<file path="src/logic/rv_pkg.sv">
`default_nettype none

package rv_pkg;

    localparam int XLEN = 32;

    typedef logic [XLEN-1:0] rv_word_t;
    typedef logic [4:0] rv_reg_idx_t;

    // One instruction word seen through each of the base formats
    typedef union packed {
        struct packed {
            logic [6:0] funct7;
            logic [4:0] rs2;
            logic [4:0] rs1;
            logic [2:0] funct3;
            logic [4:0] rd;
            logic [6:0] opcode;
        } r;
        struct packed {
            logic [11:0] imm_11_0;
            logic [4:0]  rs1;
            logic [2:0]  funct3;
            logic [4:0]  rd;
            logic [6:0]  opcode;
        } i;
        struct packed {
            logic [6:0] imm_11_5;
            logic [4:0] rs2;
            logic [4:0] rs1;
            logic [2:0] funct3;
            logic [4:0] imm_4_0;
            logic [6:0] opcode;
        } s;
        struct packed {
            logic       imm_12;
            logic [5:0] imm_10_5;
            logic [4:0] rs2;
            logic [4:0] rs1;
            logic [2:0] funct3;
            logic [3:0] imm_4_1;
            logic       imm_11;
            logic [6:0] opcode;
        } b;
        struct packed {
            logic [19:0] imm_31_12;
            logic [4:0]  rd;
            logic [6:0]  opcode;
        } u;
        struct packed {
            logic       imm_20;
            logic [9:0] imm_10_1;
            logic       imm_11;
            logic [7:0] imm_19_12;
            logic [4:0] rd;
            logic [6:0] opcode;
        } j;
    } rv_instr_u;

    typedef enum logic [3:0] {
        ALU_ADD    = 4'd0,
        ALU_SUB    = 4'd1,
        ALU_SLL    = 4'd2,
        ALU_SLT    = 4'd3,
        ALU_SLTU   = 4'd4,
        ALU_XOR    = 4'd5,
        ALU_SRL    = 4'd6,
        ALU_SRA    = 4'd7,
        ALU_OR     = 4'd8,
        ALU_AND    = 4'd9,
        ALU_PASS_B = 4'd10
    } rv_alu_op_e;

    typedef enum logic [1:0] {
        A_SRC_REG  = 2'd0,
        A_SRC_PC   = 2'd1,
        A_SRC_ZERO = 2'd2
    } rv_a_src_e;

    typedef enum logic [1:0] {
        RES_ALU = 2'd0,
        RES_PC4 = 2'd1
    } rv_res_src_e;

    // Major opcodes handled by this slice
    typedef enum logic [6:0] {
        OP_LUI    = 7'b0110111,
        OP_AUIPC  = 7'b0010111,
        OP_JAL    = 7'b1101111,
        OP_JALR   = 7'b1100111,
        OP_BRANCH = 7'b1100011,
        OP_IMM    = 7'b0010011,
        OP_REG    = 7'b0110011
    } rv_opcode_e;

endpackage

`default_nettype wire

</file>
<file path="src/logic/rv_id_ex_if.sv">
`timescale 1ns/1ps
`default_nettype none

interface rv_id_ex_if;
    import rv_pkg::*;

    logic        valid;
    logic        reg_write;
    rv_a_src_e   alu_a_src;
    // High selects the immediate as operand B
    logic        alu_b_src;
    rv_alu_op_e  alu_op;
    rv_res_src_e res_src;
    logic        is_branch;
    logic        is_jump;
    // High takes rs1 as the jump base (JALR)
    logic        jb_target_src;
    logic [2:0]  funct3;
    rv_reg_idx_t rd;
    rv_word_t    rs1_data;
    rv_word_t    rs2_data;
    rv_word_t    imm;
    rv_word_t    pc;
    rv_word_t    pc_plus4;
    // Branch compare results over bits 15:0
    logic        rs_eq_lo;
    logic        rs_lt_u_lo;
    logic        rs_lt_s_lo;

    modport producer (
        output valid, reg_write, alu_a_src, alu_b_src, alu_op, res_src,
        output is_branch, is_jump, jb_target_src, funct3, rd,
        output rs1_data, rs2_data, imm, pc, pc_plus4,
        output rs_eq_lo, rs_lt_u_lo, rs_lt_s_lo
    );

    modport consumer (
        input valid, reg_write, alu_a_src, alu_b_src, alu_op, res_src,
        input is_branch, is_jump, jb_target_src, funct3, rd,
        input rs1_data, rs2_data, imm, pc, pc_plus4,
        input rs_eq_lo, rs_lt_u_lo, rs_lt_s_lo
    );

endinterface

`default_nettype wire

</file>
<file path="src/logic/rv_decode.sv">
`timescale 1ns/1ps
`default_nettype none

module rv_decode (
    input  logic                instr_valid,
    input  rv_pkg::rv_instr_u   instr,
    input  rv_pkg::rv_word_t    pc,
    output rv_pkg::rv_reg_idx_t rs1_idx,
    output rv_pkg::rv_reg_idx_t rs2_idx,
    input  rv_pkg::rv_word_t    rs1_data,
    input  rv_pkg::rv_word_t    rs2_data,
    rv_id_ex_if.producer        id
);
    import rv_pkg::*;

    rv_word_t imm_i;
    rv_word_t imm_b;
    rv_word_t imm_u;
    rv_word_t imm_j;
    logic     op_ok;
    logic     alt;

    // funct3 to ALU operation, alt picks SUB or SRA
    function automatic rv_alu_op_e f3_to_alu(input logic [2:0] f3, input logic sub_sra);
        rv_alu_op_e op;
        case (f3)
            3'b000:  op = sub_sra ? ALU_SUB : ALU_ADD;
            3'b001:  op = ALU_SLL;
            3'b010:  op = ALU_SLT;
            3'b011:  op = ALU_SLTU;
            3'b100:  op = ALU_XOR;
            3'b101:  op = sub_sra ? ALU_SRA : ALU_SRL;
            3'b110:  op = ALU_OR;
            default: op = ALU_AND;
        endcase
        return op;
    endfunction

    assign rs1_idx = instr.r.rs1;
    assign rs2_idx = instr.r.rs2;

    // Sign-extended immediates, one per format
    assign imm_i = {{20{instr.i.imm_11_0[11]}}, instr.i.imm_11_0};
    assign imm_b = {{19{instr.b.imm_12}}, instr.b.imm_12, instr.b.imm_11,
                    instr.b.imm_10_5, instr.b.imm_4_1, 1'b0};
    assign imm_u = {instr.u.imm_31_12, 12'b0};
    assign imm_j = {{11{instr.j.imm_20}}, instr.j.imm_20, instr.j.imm_19_12,
                    instr.j.imm_11, instr.j.imm_10_1, 1'b0};

    assign alt = instr.r.funct7[5];

    always_comb begin
        op_ok            = 1'b1;
        id.reg_write     = 1'b0;
        id.alu_a_src     = A_SRC_ZERO;
        id.alu_b_src     = 1'b1;
        id.alu_op        = ALU_PASS_B;
        id.res_src       = RES_ALU;
        id.is_branch     = 1'b0;
        id.is_jump       = 1'b0;
        id.jb_target_src = 1'b0;
        id.imm           = imm_i;

        case (instr.r.opcode)
            // Zero plus the U immediate through the pass-b default
            OP_LUI: begin
                id.reg_write = 1'b1;
                id.imm       = imm_u;
            end
            OP_AUIPC: begin
                id.reg_write = 1'b1;
                id.alu_a_src = A_SRC_PC;
                id.alu_op    = ALU_ADD;
                id.imm       = imm_u;
            end
            OP_JAL: begin
                id.reg_write = 1'b1;
                id.res_src   = RES_PC4;
                id.is_jump   = 1'b1;
                id.imm       = imm_j;
            end
            OP_JALR: begin
                id.reg_write     = 1'b1;
                id.res_src       = RES_PC4;
                id.is_jump       = 1'b1;
                id.jb_target_src = 1'b1;
                op_ok            = (instr.i.funct3 == 3'b000);
            end
            OP_BRANCH: begin
                id.is_branch = 1'b1;
                id.imm       = imm_b;
                // funct3 010 and 011 are not branches
                op_ok        = (instr.b.funct3[2:1] != 2'b01);
            end
            OP_IMM: begin
                id.reg_write = 1'b1;
                id.alu_a_src = A_SRC_REG;
                // Only SRAI has an alternate form among the immediates
                id.alu_op    = f3_to_alu(instr.i.funct3, alt && instr.i.funct3 == 3'b101);
            end
            OP_REG: begin
                id.reg_write = 1'b1;
                id.alu_a_src = A_SRC_REG;
                id.alu_b_src = 1'b0;
                id.alu_op    = f3_to_alu(instr.r.funct3, alt);
            end
            default: begin
                op_ok = 1'b0;
            end
        endcase
    end

    assign id.valid    = instr_valid && op_ok;
    assign id.funct3   = instr.r.funct3;
    assign id.rd       = instr.r.rd;
    assign id.rs1_data = rs1_data;
    assign id.rs2_data = rs2_data;
    assign id.pc       = pc;
    assign id.pc_plus4 = pc + 32'd4;

    // First half of the branch compare, finished in execute
    assign id.rs_eq_lo   = (rs1_data[15:0] == rs2_data[15:0]);
    assign id.rs_lt_u_lo = (rs1_data[15:0] < rs2_data[15:0]);
    // Below the sign bit the low half orders as unsigned for both flavours
    assign id.rs_lt_s_lo = $signed({1'b0, rs1_data[15:0]}) < $signed({1'b0, rs2_data[15:0]});

endmodule

`default_nettype wire

</file>
<file path="src/logic/rv_regfile.sv">
`timescale 1ns/1ps
`default_nettype none

module rv_regfile #(
    parameter bit WRITE_THROUGH = 1'b1
) (
    input  logic                clk,
    input  logic                rst_n,
    input  rv_pkg::rv_reg_idx_t rs1_idx,
    input  rv_pkg::rv_reg_idx_t rs2_idx,
    output rv_pkg::rv_word_t    rs1_data,
    output rv_pkg::rv_word_t    rs2_data,
    input  logic                we,
    input  rv_pkg::rv_reg_idx_t rd,
    input  rv_pkg::rv_word_t    wdata
);
    import rv_pkg::*;

    // x0 has no storage
    rv_word_t regs [31:1];
    logic     fwd1;
    logic     fwd2;

    always_ff @(posedge clk) begin
        if (!rst_n) begin
            for (int i = 1; i < 32; i++) begin
                regs[i] <= '0;
            end
        end else if (we && rd != '0) begin
            regs[rd] <= wdata;
        end
    end

    // Same-cycle write shows up on the read port
    assign fwd1 = WRITE_THROUGH && we && (rd == rs1_idx);
    assign fwd2 = WRITE_THROUGH && we && (rd == rs2_idx);

    assign rs1_data = (rs1_idx == '0) ? '0 : fwd1 ? wdata : regs[rs1_idx];
    assign rs2_data = (rs2_idx == '0) ? '0 : fwd2 ? wdata : regs[rs2_idx];

endmodule

`default_nettype wire

</file>
<file path="src/logic/rv_reg_id_ex.sv">
`timescale 1ns/1ps
`default_nettype none

module rv_reg_id_ex #(
    parameter int ID_EX_REG = 1
) (
    input logic          clk,
    input logic          rst_n,
    input logic          flush,
    rv_id_ex_if.consumer id,
    rv_id_ex_if.producer ex
);
    import rv_pkg::*;

    if (ID_EX_REG != 0) begin : g_reg
        // Flush squashes the instruction decoded under a redirect
        always_ff @(posedge clk) begin
            if (!rst_n || flush) begin
                ex.valid         <= 1'b0;
                ex.reg_write     <= 1'b0;
                ex.alu_a_src     <= A_SRC_REG;
                ex.alu_b_src     <= 1'b0;
                ex.alu_op        <= ALU_ADD;
                ex.res_src       <= RES_ALU;
                ex.is_branch     <= 1'b0;
                ex.is_jump       <= 1'b0;
                ex.jb_target_src <= 1'b0;
                ex.funct3        <= '0;
                ex.rd            <= '0;
                ex.rs1_data      <= '0;
                ex.rs2_data      <= '0;
                ex.imm           <= '0;
                ex.pc            <= '0;
                ex.pc_plus4      <= '0;
                ex.rs_eq_lo      <= 1'b0;
                ex.rs_lt_u_lo    <= 1'b0;
                ex.rs_lt_s_lo    <= 1'b0;
            end else begin
                ex.valid         <= id.valid;
                ex.reg_write     <= id.reg_write;
                ex.alu_a_src     <= id.alu_a_src;
                ex.alu_b_src     <= id.alu_b_src;
                ex.alu_op        <= id.alu_op;
                ex.res_src       <= id.res_src;
                ex.is_branch     <= id.is_branch;
                ex.is_jump       <= id.is_jump;
                ex.jb_target_src <= id.jb_target_src;
                ex.funct3        <= id.funct3;
                ex.rd            <= id.rd;
                ex.rs1_data      <= id.rs1_data;
                ex.rs2_data      <= id.rs2_data;
                ex.imm           <= id.imm;
                ex.pc            <= id.pc;
                ex.pc_plus4      <= id.pc_plus4;
                ex.rs_eq_lo      <= id.rs_eq_lo;
                ex.rs_lt_u_lo    <= id.rs_lt_u_lo;
                ex.rs_lt_s_lo    <= id.rs_lt_s_lo;
            end
        end
    end else begin : g_pass
        // Stage collapsed, decode feeds execute in the same cycle
        assign ex.valid         = id.valid;
        assign ex.reg_write     = id.reg_write;
        assign ex.alu_a_src     = id.alu_a_src;
        assign ex.alu_b_src     = id.alu_b_src;
        assign ex.alu_op        = id.alu_op;
        assign ex.res_src       = id.res_src;
        assign ex.is_branch     = id.is_branch;
        assign ex.is_jump       = id.is_jump;
        assign ex.jb_target_src = id.jb_target_src;
        assign ex.funct3        = id.funct3;
        assign ex.rd            = id.rd;
        assign ex.rs1_data      = id.rs1_data;
        assign ex.rs2_data      = id.rs2_data;
        assign ex.imm           = id.imm;
        assign ex.pc            = id.pc;
        assign ex.pc_plus4      = id.pc_plus4;
        assign ex.rs_eq_lo      = id.rs_eq_lo;
        assign ex.rs_lt_u_lo    = id.rs_lt_u_lo;
        assign ex.rs_lt_s_lo    = id.rs_lt_s_lo;
    end

endmodule

`default_nettype wire

</file>
<file path="src/logic/rv_execute.sv">
`timescale 1ns/1ps
`default_nettype none

module rv_execute (
    rv_id_ex_if.consumer        ex,
    output logic                wb_valid,
    output logic                wb_reg_write,
    output rv_pkg::rv_reg_idx_t wb_rd,
    output rv_pkg::rv_word_t    wb_data,
    output logic                redirect,
    output rv_pkg::rv_word_t    redirect_pc
);
    import rv_pkg::*;

    rv_word_t   op_a;
    rv_word_t   op_b;
    rv_word_t   alu_res;
    logic [4:0] shamt;
    logic       hi_eq;
    logic       hi_lt_u;
    logic       hi_lt_s;
    logic       cmp_eq;
    logic       cmp_lt_u;
    logic       cmp_lt_s;
    logic       taken;
    rv_word_t   jb_base;
    rv_word_t   jb_sum;

    always_comb begin
        case (ex.alu_a_src)
            A_SRC_REG: op_a = ex.rs1_data;
            A_SRC_PC:  op_a = ex.pc;
            default:   op_a = '0;
        endcase
    end

    assign op_b  = ex.alu_b_src ? ex.imm : ex.rs2_data;
    assign shamt = op_b[4:0];

    always_comb begin
        case (ex.alu_op)
            ALU_ADD:  alu_res = op_a + op_b;
            ALU_SUB:  alu_res = op_a - op_b;
            ALU_SLL:  alu_res = op_a << shamt;
            ALU_SLT:  alu_res = {31'b0, $signed(op_a) < $signed(op_b)};
            ALU_SLTU: alu_res = {31'b0, op_a < op_b};
            ALU_XOR:  alu_res = op_a ^ op_b;
            ALU_SRL:  alu_res = op_a >> shamt;
            ALU_SRA:  alu_res = $signed(op_a) >>> shamt;
            ALU_OR:   alu_res = op_a | op_b;
            ALU_AND:  alu_res = op_a & op_b;
            default:  alu_res = op_b;
        endcase
    end

    // High halves decide unless equal, then the decode-stage result holds
    assign hi_eq   = (ex.rs1_data[31:16] == ex.rs2_data[31:16]);
    assign hi_lt_u = (ex.rs1_data[31:16] < ex.rs2_data[31:16]);
    assign hi_lt_s = $signed(ex.rs1_data[31:16]) < $signed(ex.rs2_data[31:16]);

    assign cmp_eq   = hi_eq && ex.rs_eq_lo;
    assign cmp_lt_u = hi_eq ? ex.rs_lt_u_lo : hi_lt_u;
    assign cmp_lt_s = hi_eq ? ex.rs_lt_s_lo : hi_lt_s;

    always_comb begin
        case (ex.funct3)
            3'b000:  taken = cmp_eq;
            3'b001:  taken = !cmp_eq;
            3'b100:  taken = cmp_lt_s;
            3'b101:  taken = !cmp_lt_s;
            3'b110:  taken = cmp_lt_u;
            3'b111:  taken = !cmp_lt_u;
            default: taken = 1'b0;
        endcase
    end

    // JALR target is rs1 relative with bit 0 dropped
    assign jb_base     = ex.jb_target_src ? ex.rs1_data : ex.pc;
    assign jb_sum      = jb_base + ex.imm;
    assign redirect_pc = {jb_sum[31:1], jb_sum[0] & ~ex.jb_target_src};

    assign redirect = ex.valid && (ex.is_jump || (ex.is_branch && taken));

    assign wb_valid     = ex.valid;
    assign wb_reg_write = ex.valid && ex.reg_write && (ex.rd != '0);
    assign wb_rd        = ex.rd;
    assign wb_data      = (ex.res_src == RES_PC4) ? ex.pc_plus4 : alu_res;

endmodule

`default_nettype wire

</file>
<file path="src/logic/rv_core_slice.sv">
`timescale 1ns/1ps
`default_nettype none

module rv_core_slice #(
    parameter int ID_EX_REG = 1
) (
    input  logic                clk,
    input  logic                rst_n,
    input  logic                instr_valid,
    input  rv_pkg::rv_word_t    instr,
    input  rv_pkg::rv_word_t    pc,
    output logic                wb_valid,
    output logic                wb_reg_write,
    output rv_pkg::rv_reg_idx_t wb_rd,
    output rv_pkg::rv_word_t    wb_data,
    output logic                redirect,
    output rv_pkg::rv_word_t    redirect_pc
);
    import rv_pkg::*;

    rv_reg_idx_t rs1_idx;
    rv_reg_idx_t rs2_idx;
    rv_word_t    rs1_data;
    rv_word_t    rs2_data;

    rv_id_ex_if id_bus ();
    rv_id_ex_if ex_bus ();

    rv_decode u_decode (
        .instr_valid (instr_valid),
        .instr       (instr),
        .pc          (pc),
        .rs1_idx     (rs1_idx),
        .rs2_idx     (rs2_idx),
        .rs1_data    (rs1_data),
        .rs2_data    (rs2_data),
        .id          (id_bus)
    );

    // Without the ID/EX stage the write belongs to the instruction being read,
    // so write-through would close a combinational loop
    rv_regfile #(
        .WRITE_THROUGH (ID_EX_REG != 0)
    ) u_regfile (
        .clk      (clk),
        .rst_n    (rst_n),
        .rs1_idx  (rs1_idx),
        .rs2_idx  (rs2_idx),
        .rs1_data (rs1_data),
        .rs2_data (rs2_data),
        .we       (wb_reg_write),
        .rd       (wb_rd),
        .wdata    (wb_data)
    );

    rv_reg_id_ex #(
        .ID_EX_REG (ID_EX_REG)
    ) u_reg_id_ex (
        .clk   (clk),
        .rst_n (rst_n),
        .flush (redirect),
        .id    (id_bus),
        .ex    (ex_bus)
    );

    rv_execute u_execute (
        .ex           (ex_bus),
        .wb_valid     (wb_valid),
        .wb_reg_write (wb_reg_write),
        .wb_rd        (wb_rd),
        .wb_data      (wb_data),
        .redirect     (redirect),
        .redirect_pc  (redirect_pc)
    );

endmodule

`default_nettype wire

</file>
<file path="config.mk">
export PLATFORM = sky130hd
export DESIGN_NAME = rv_core_slice
export DESIGN_NICKNAME = d
export VERILOG_FILES = /design/src/logic/rv_pkg.sv /design/src/logic/rv_id_ex_if.sv /design/src/logic/rv_decode.sv /design/src/logic/rv_regfile.sv /design/src/logic/rv_reg_id_ex.sv /design/src/logic/rv_execute.sv /design/src/logic/rv_core_slice.sv
export SDC_FILE = /design/constraint.sdc
export NUM_CORES = 2
export LEC_CHECK = 0
export BUFFER_PORTS_ARGS = -buffer_cell sky130_fd_sc_hd__buf_2
export CAP_MARGIN = 10
export CORE_MARGIN = 2
export CORE_UTILIZATION = 40
export DETAILED_ROUTE_END_ITERATION = 6
export HOLD_SLACK_MARGIN = 0.12
export PLACE_DENSITY = 0.62
export SYNTH_ARGS = -nofsm -noshare
export SYNTH_HDL_FRONTEND = slang
export SYNTH_SLANG_ARGS = --single-unit
</file>
<file path="constraint.sdc">
create_clock -name clk -period 8.7 [get_ports clk]
set_input_delay 2.61 -clock clk [delete_from_list [all_inputs] [get_ports clk]]
set_output_delay 2.61 -clock clk [all_outputs]
set_load 0.005 [all_outputs]
</file>
**Yosys cells after proc, flatten, opt, wreduce, memory -nomap -nowiden**

Memory sizes are Yosys's and may differ from the RTL's.
Cells that the tools add are included.

- Logic and storage cells: 140
- Register bits: 185
- Input bits: 67
- Bits in writable memories: 992
- Output and inout port bits: 72
- Memories kept: 1

- Bitwise operators: 5
- $lt $le $gt $ge: 6
- Shift operators: 3
- Reductions and logical operators: 31
- Add/sub/neg operators: 4
- Mux-type cells: 35
- Equal/unequal tests: 34

Memories:

| name | words | bits a word | read ports | clocked after memory_dff | wr ports | RTL line | source |
|---|---|---|---|---|---|---|---|
| u_regfile.regs | 31 | 32 | 2 | 0 | 31 | rv_regfile.sv:20 | `rv_word_t regs [31:1];` |

Operators by type and width:

| cell | count |
|---|---|
| case mux 32 bit (10 select lines) | 1 |
| 2-to-1 mux 32 bit | 6 |
| case mux 31 bit (3 select lines) | 1 |
| adder 32 bit | 2 |
| less-than comparator 16 bit | 4 |
| less-than comparator 32 bit | 2 |
| case mux 32 bit (2 select lines) | 1 |
| case mux 4 bit (7 select lines) | 2 |
| adder 32 x 3 -> 32 bit (second input constant) | 1 |
| bitwise AND 32 bit | 1 |
| == test 16 bit | 2 |
| 2-to-1 mux 16 bit | 2 |
| OR 32 bit | 1 |
| OR reduction 32 bit | 1 |
| << shifter 32 x 5 -> 32 bit | 1 |
| right shift 32 x 5 -> 32 bit | 1 |
| >>> shifter 32 x 5 -> 32 bit | 1 |
| subtractor 32 bit | 1 |
| XOR 32 bit | 1 |
| == test 3 bit (second input constant) | 7 |
| == test 7 bit (second input constant) | 3 |
| 2-to-1 mux 1 bit | 17 |
| == test 4 x 3 -> 1 bit (second input constant) | 4 |
| == test 7 x 5 -> 1 bit (second input constant) | 2 |
| other kinds (27) | 53 |

**Logic depth before layout (Yosys ltp)**

- Depth after elaboration: 9
- Depth in mapped cells: 30
- Mapped depth without buffers: 26

**Cells and area by module**

A second synthesis with hierarchy kept.

- Cell total of the unflattened synthesis: 6,335
- Area total of the unflattened synthesis: 75,028.2 µm²

By module, submodules not included:

| module | area each (µm²) | cells an instance | times used | seq. area each (µm²) |
|---|---|---|---|---|
| rv_regfile | 54,821.3 | 3,760 | 1 | 30,749.5 |
| rv_execute | 12,187.9 | 1,831 | 1 | 0.0 |
| rv_reg_id_ex | 5,635.4 | 410 | 1 | 3,703.6 |
| rv_decode | 2,383.5 | 334 | 1 | 0.0 |

**Worst setup path before layout**

Ideal clock, no wire load.

- Path type: reg2out
- Start: register u_reg_id_ex.ex.alu_b_src
- End: output port wb_data[30]
- Setup slack: 1.694 ns
- Path buffers: 6
- Cell stages (with the launch flop): 18
- Arrival: 4.396 ns
- Required time: 6.090 ns
- Cells stage by stage: dfxtp_1 > buf_6 > clkbuf_1 > buf_1 > clkbuf_1 > mux2i_1 > ha_1 > clkbuf_1 > or2_2 > or3_1 > a211oi_1 > o31ai_1 > o221ai_1 > nand3_1 > mux2i_1 > o32ai_2 > buf_2 > inv_1

- Word-level cells in the longest chain between the ends: 4
- Elaborated cells on any way between the ends: 11
- Classes of those cells: 2 x add/sub; 3 x shift; 3 x mux; 3 x bitwise

RTL lines:

| what | RTL line | source |
|---|---|---|
| from (decl) | rv_id_ex_if.sv:31 | `output valid, reg_write, alu_a_src, alu_b_src, alu_op, res_src,` |
| 2-to-1 mux 32 bit (*) | rv_execute.sv:37 | `assign op_b = ex.alu_b_src ? ex.imm : ex.rs2_data;` |
| subtractor 32 bit (tied with other cells) | rv_execute.sv:43 | `ALU_SUB: alu_res = op_a - op_b;` |
| case mux 32 bit (10 select lines) (*) | rv_execute.sv:41 | `case (ex.alu_op)` |
| 2-to-1 mux 32 bit (*) | rv_execute.sv:87 | `assign wb_data = (ex.res_src == RES_PC4) ? ex.pc_plus4 : alu_res;` |
| to (decl) | rv_core_slice.sv:15 | `output rv_pkg::rv_word_t wb_data,` |

Mark *: on every way between the ends. The rest lies on a longest branch, timed or not.

**Worst setup path after layout**

- Start: register u_reg_id_ex.ex.alu_a_src[0]
- End: output port wb_data[31]

- Word-level cells in the longest chain between the ends: 5
- Elaborated cells on any way between the ends: 13
- Classes of those cells: 2 x add/sub; 1 x eq/ne; 3 x shift; 3 x mux; 3 x bitwise; 1 x reduce/logical

RTL lines:

| what | RTL line | source |
|---|---|---|
| from (decl) | rv_id_ex_if.sv:31 |  |
| == test 2 x 1 -> 1 bit or logical NOT 2 bit (tied branches) | rv_execute.sv:30 | `case (ex.alu_a_src)` |
| case mux 32 bit (2 select lines) (*) | rv_execute.sv:30 |  |
| subtractor 32 bit (tied with other cells) | rv_execute.sv:43 |  |
| case mux 32 bit (10 select lines) (*) | rv_execute.sv:41 |  |
| 2-to-1 mux 32 bit (*) | rv_execute.sv:87 |  |

Marked as above.

==> results_dict.tcl <==
set metrics [dict create \
    cp_slowest_cell "dfxtp_2" \
    synthArstFlopShare 0 \
    ys_types 105 \
    pwr-share-seq 0.435 \
    drc 0 \
    finalCoreUtilization 0.444 \
    die_x_um 425 \
    numCtsBuffers 118 \
    clockPowerShare 0.336 \
    die_h_um 425 \
    combPwrFrac 0.228 \
    critPathLaunchType "flop" \
    powerDensity_mw_per_mm2 198 \
    grt-ovfl-total 0 \
    setup_viol 0 \
    clock_path_buffers 3 \
    relSlewSlack 0.114 \
    timing.final.hold_violations 0 \
    coreArea_mm2 0.176 \
    finalSetupTns_ns 0 \
    viasPerCell 6.53 \
    numPortBuffers 138 \
    fin_total_pwr_w 0.0155 \
    firstDrtPassIters 7 \
    synth_ff_type "edfxtp_1" \
    yosys_warnings 0 \
    yosys-top-cells-area "edfxtp_1, mux4_2, nor2_1" \
    synth_area_per_cell_um2 12.4 \
    hp-class "flop to flop" \
    antenna_found_initial 16 \
    drv_slew 0 \
    rsz0062_at_grt "false" \
    hpwl_um 184000 \
    crit_family "compound AO/OA/AOI/OAI gates" \
    fmax_mhz 119 \
    htreeDepth 3 \
    drive_gt1_frac 0.243 \
    sw_frac_of_total 0.315 \
    grt_pass1_wl_um 388000 \
    netlist_area_mm2 0.0708 \
    yosysTopAreaCellShare 0.434 \
    synthCells 5720 \
    grt_usage 0.301 \
    ys_seq_area_frac 0.485 \
    first_global_vias 52000 \
    status "finished, final reports clean" \
    timing.critical_path.buf_inv 3 \
    cp-end-kind "output port" \
    area_growth_pct 10.5 \
    stdcell_area_mm2 0.0782 \
    dr_total_vias 53300 \
    cpPeakStageDelay_ns 0.57 \
    worstPathArrival_ns 5.81 \
    synth-seq-cells 1204 \
    switching_power_w 0.00489 \
    ioPinCount 139 \
    leakage_nw 28.4 \
    initial_core_util 0.402 \
    path_cells "mux2i_1 -> nor2_2 -> ha_1 -> o21bai_1 -> o2111ai_1 -> a311oi_1 -> a211oi_1 -> buf_4 -> o21ai_1 -> a21oi_1 -> a221oi_1 -> o22ai_1 -> a21oi_4 -> inv_1 -> buf_2" \
    cts_tree "yes" \
    worstSkewPairLatency_ns 0.77 \
    dieArea_mm2 0.180 \
    yosysTopAreaCell "edfxtp_1" \
    clk_pin_slew_worst_paths_ns 0.07 \
    postCtsSetupBuffers 0 \
    fin_crit_ns 8.42 \
    fin_crit_sh 0.968 \
    fin_nets 5918 \
    grt_max_degree 100 \
    root_buffer "clkbuf_16" \
    wl_um 275000 \
    gp_congestion 1.03 \
    cp_max_fo 12 \
    worstMarginPinSlew_ns 1.32 \
    critPathKind "flop to output port" \
    clock_skew_ns 0.0339 \
    irDropWorstVdd_v 0.000147 \
    cts_resized 0 \
    preCtsSetupSlack_ns 0.840 \
    yosys-top-cells-count "nor2_1, edfxtp_1, mux4_2" \
    drtIter0Drc 7762 \
    place_area_mm2 0.0743 \
    synth_edf_count 1024 \
    num_rows 154 \
    routedWlPerCell_um 33.8 \
    ant_nets 0 \
    p_int_w 0.0106 \
    required_ns 6.09 \
    cts.sinks 1204 \
    max_cap_viol_count 0 \
    setup_ws_ns 0.278 \
    yosysMostFrequentCell "nor2_1" \
    holdBufCountCts 0 \
]
[kinds of logic after synthesis]
group,share of synthesized area
and+or+nand+nor,0.115
DFF,0.485
muxes,0.240
AOI/OAI and AO/OA,0.0804
buffers and inverters,0.0398
adders and majority gates,0.0293
xor gates and xnor gates,0.0101
other,0.0000529
[path summary, 6_finish.rpt]
path / start / cells after the start / to / slack (ns)
max: u_reg_id_ex.ex.alu_a_src[0] / 15 / wb_data[31] / 0.28
min: u_reg_id_ex.ex.pc_plus4[6] / 2 / u_regfile.regs[0][6] / 0.65
max reg2reg: u_reg_id_ex.ex.alu_a_src[0] / 28 / u_reg_id_ex.ex.rs_lt_s_lo / 1.99
min reg2reg: u_reg_id_ex.ex.pc_plus4[6] / 2 / u_regfile.regs[0][6] / 0.65
[cell type report]
| class | count | area, um^2 |
|---|---|---|
| Multi-Input combinational cell | 3867 | 34200 |
| Sequential cell | 1204 | 34400 |
| Clock inverter | 71 | 654 |
| Tap cell | 2340 | 2930 |
| Antenna cell | 29 | 72.6 |
| Timing Repair Buffer | 338 | 2270 |
| Clock buffer | 151 | 3200 |
| Inverter | 158 | 596 |
| Fill cell | 16100 | 97900 |
[cell usage in the layout (no fill, tap or decap), types with 26 or more instances in the layout]
| cell type | instances |
|---|---|
| and2_1 | 50 |
| dfxtp_1 | 174 |
| nand2_1 | 199 |
| a21o_1 | 40 |
| nand2b_1 | 26 |
| ha_1 | 161 |
| nor3_1 | 54 |
| xor2_1 | 36 |
| nand2_2 | 60 |
| clkbuf_16 | 120 |
| clkinv_2 | 31 |
| a21oi_1 | 198 |
| o211ai_1 | 39 |
| xnor2_1 | 46 |
| edfxtp_1 | 1024 |
| conb_1 | 32 |
| inv_1 | 146 |
| buf_4 | 200 |
| a211oi_1 | 101 |
| and3_1 | 27 |
| nor2_1 | 1246 |
| nor2b_1 | 73 |
| o21ai_0 | 156 |
| buf_2 | 130 |
| mux2_2 | 50 |
| mux2i_1 | 102 |
| mux4_2 | 681 |
| diode_2 | 29 |
| nand3_1 | 68 |
[state kept, by name, summed over array words and instances (netlist names), 2 cells and up]
signal                    count
u_reg_id_ex.ex.rs1_data      32
u_reg_id_ex.ex.pc            30
u_reg_id_ex.ex.alu_op         4
u_reg_id_ex.ex.rd             5
u_reg_id_ex.ex.imm           32
u_reg_id_ex.ex.alu_a_src      2
u_regfile.regs             1024
u_reg_id_ex.ex.rs2_data      32
u_reg_id_ex.ex.funct3         3
u_reg_id_ex.ex.pc_plus4      32
[worst reg2reg max path, delay by kind of cell, from the launching register on]
family	cells	cell delay, ns
AO/OA/AOI/OAI	16	3.69
adder cells (fa/ha/maj)	3	0.84
buffers and inverters	3	0.62
flip-flops	1	0.57
multiplexers	1	0.30
AND/OR/NAND/NOR	5	0.62
[through the flow]
| stage | instances | hold WS [ns] |
|---|---|---|
| 5_1_grt | 8153 | 0.693 |
| 2_1_floorplan | 5751 | 0.558 |
| 6_report | 8158 | 0.651 |
| 3_5_place_dp | 7907 | 0.666 |
| 4_1_cts | 8129 | 0.677 |
| 3_3_place_gp | 7906 | 0.656 |
[power groups by stage]
stage	clock network [W]	registers, W	logic [W]
finish	0.00522	0.00675	0.00354
global route	0.00546	0.00677	0.00369
detailed placement	0	0.00686	0.00345
CTS	0.00525	0.00674	0.00346
global placement	0	0.00685	0.00344
floorplan	0	0.00674	0.00218
[metal layers]
metal	track usage	vias up	routed length, um
met5	0.00185	-	27
met1	0.371	27200	96100
met3	0.0553	796	28800
met2	0.487	3676	130000
met4	0.193	4	20400
li1	-	21600	-
No activity file was read; power rests on OpenSTA's default activity.
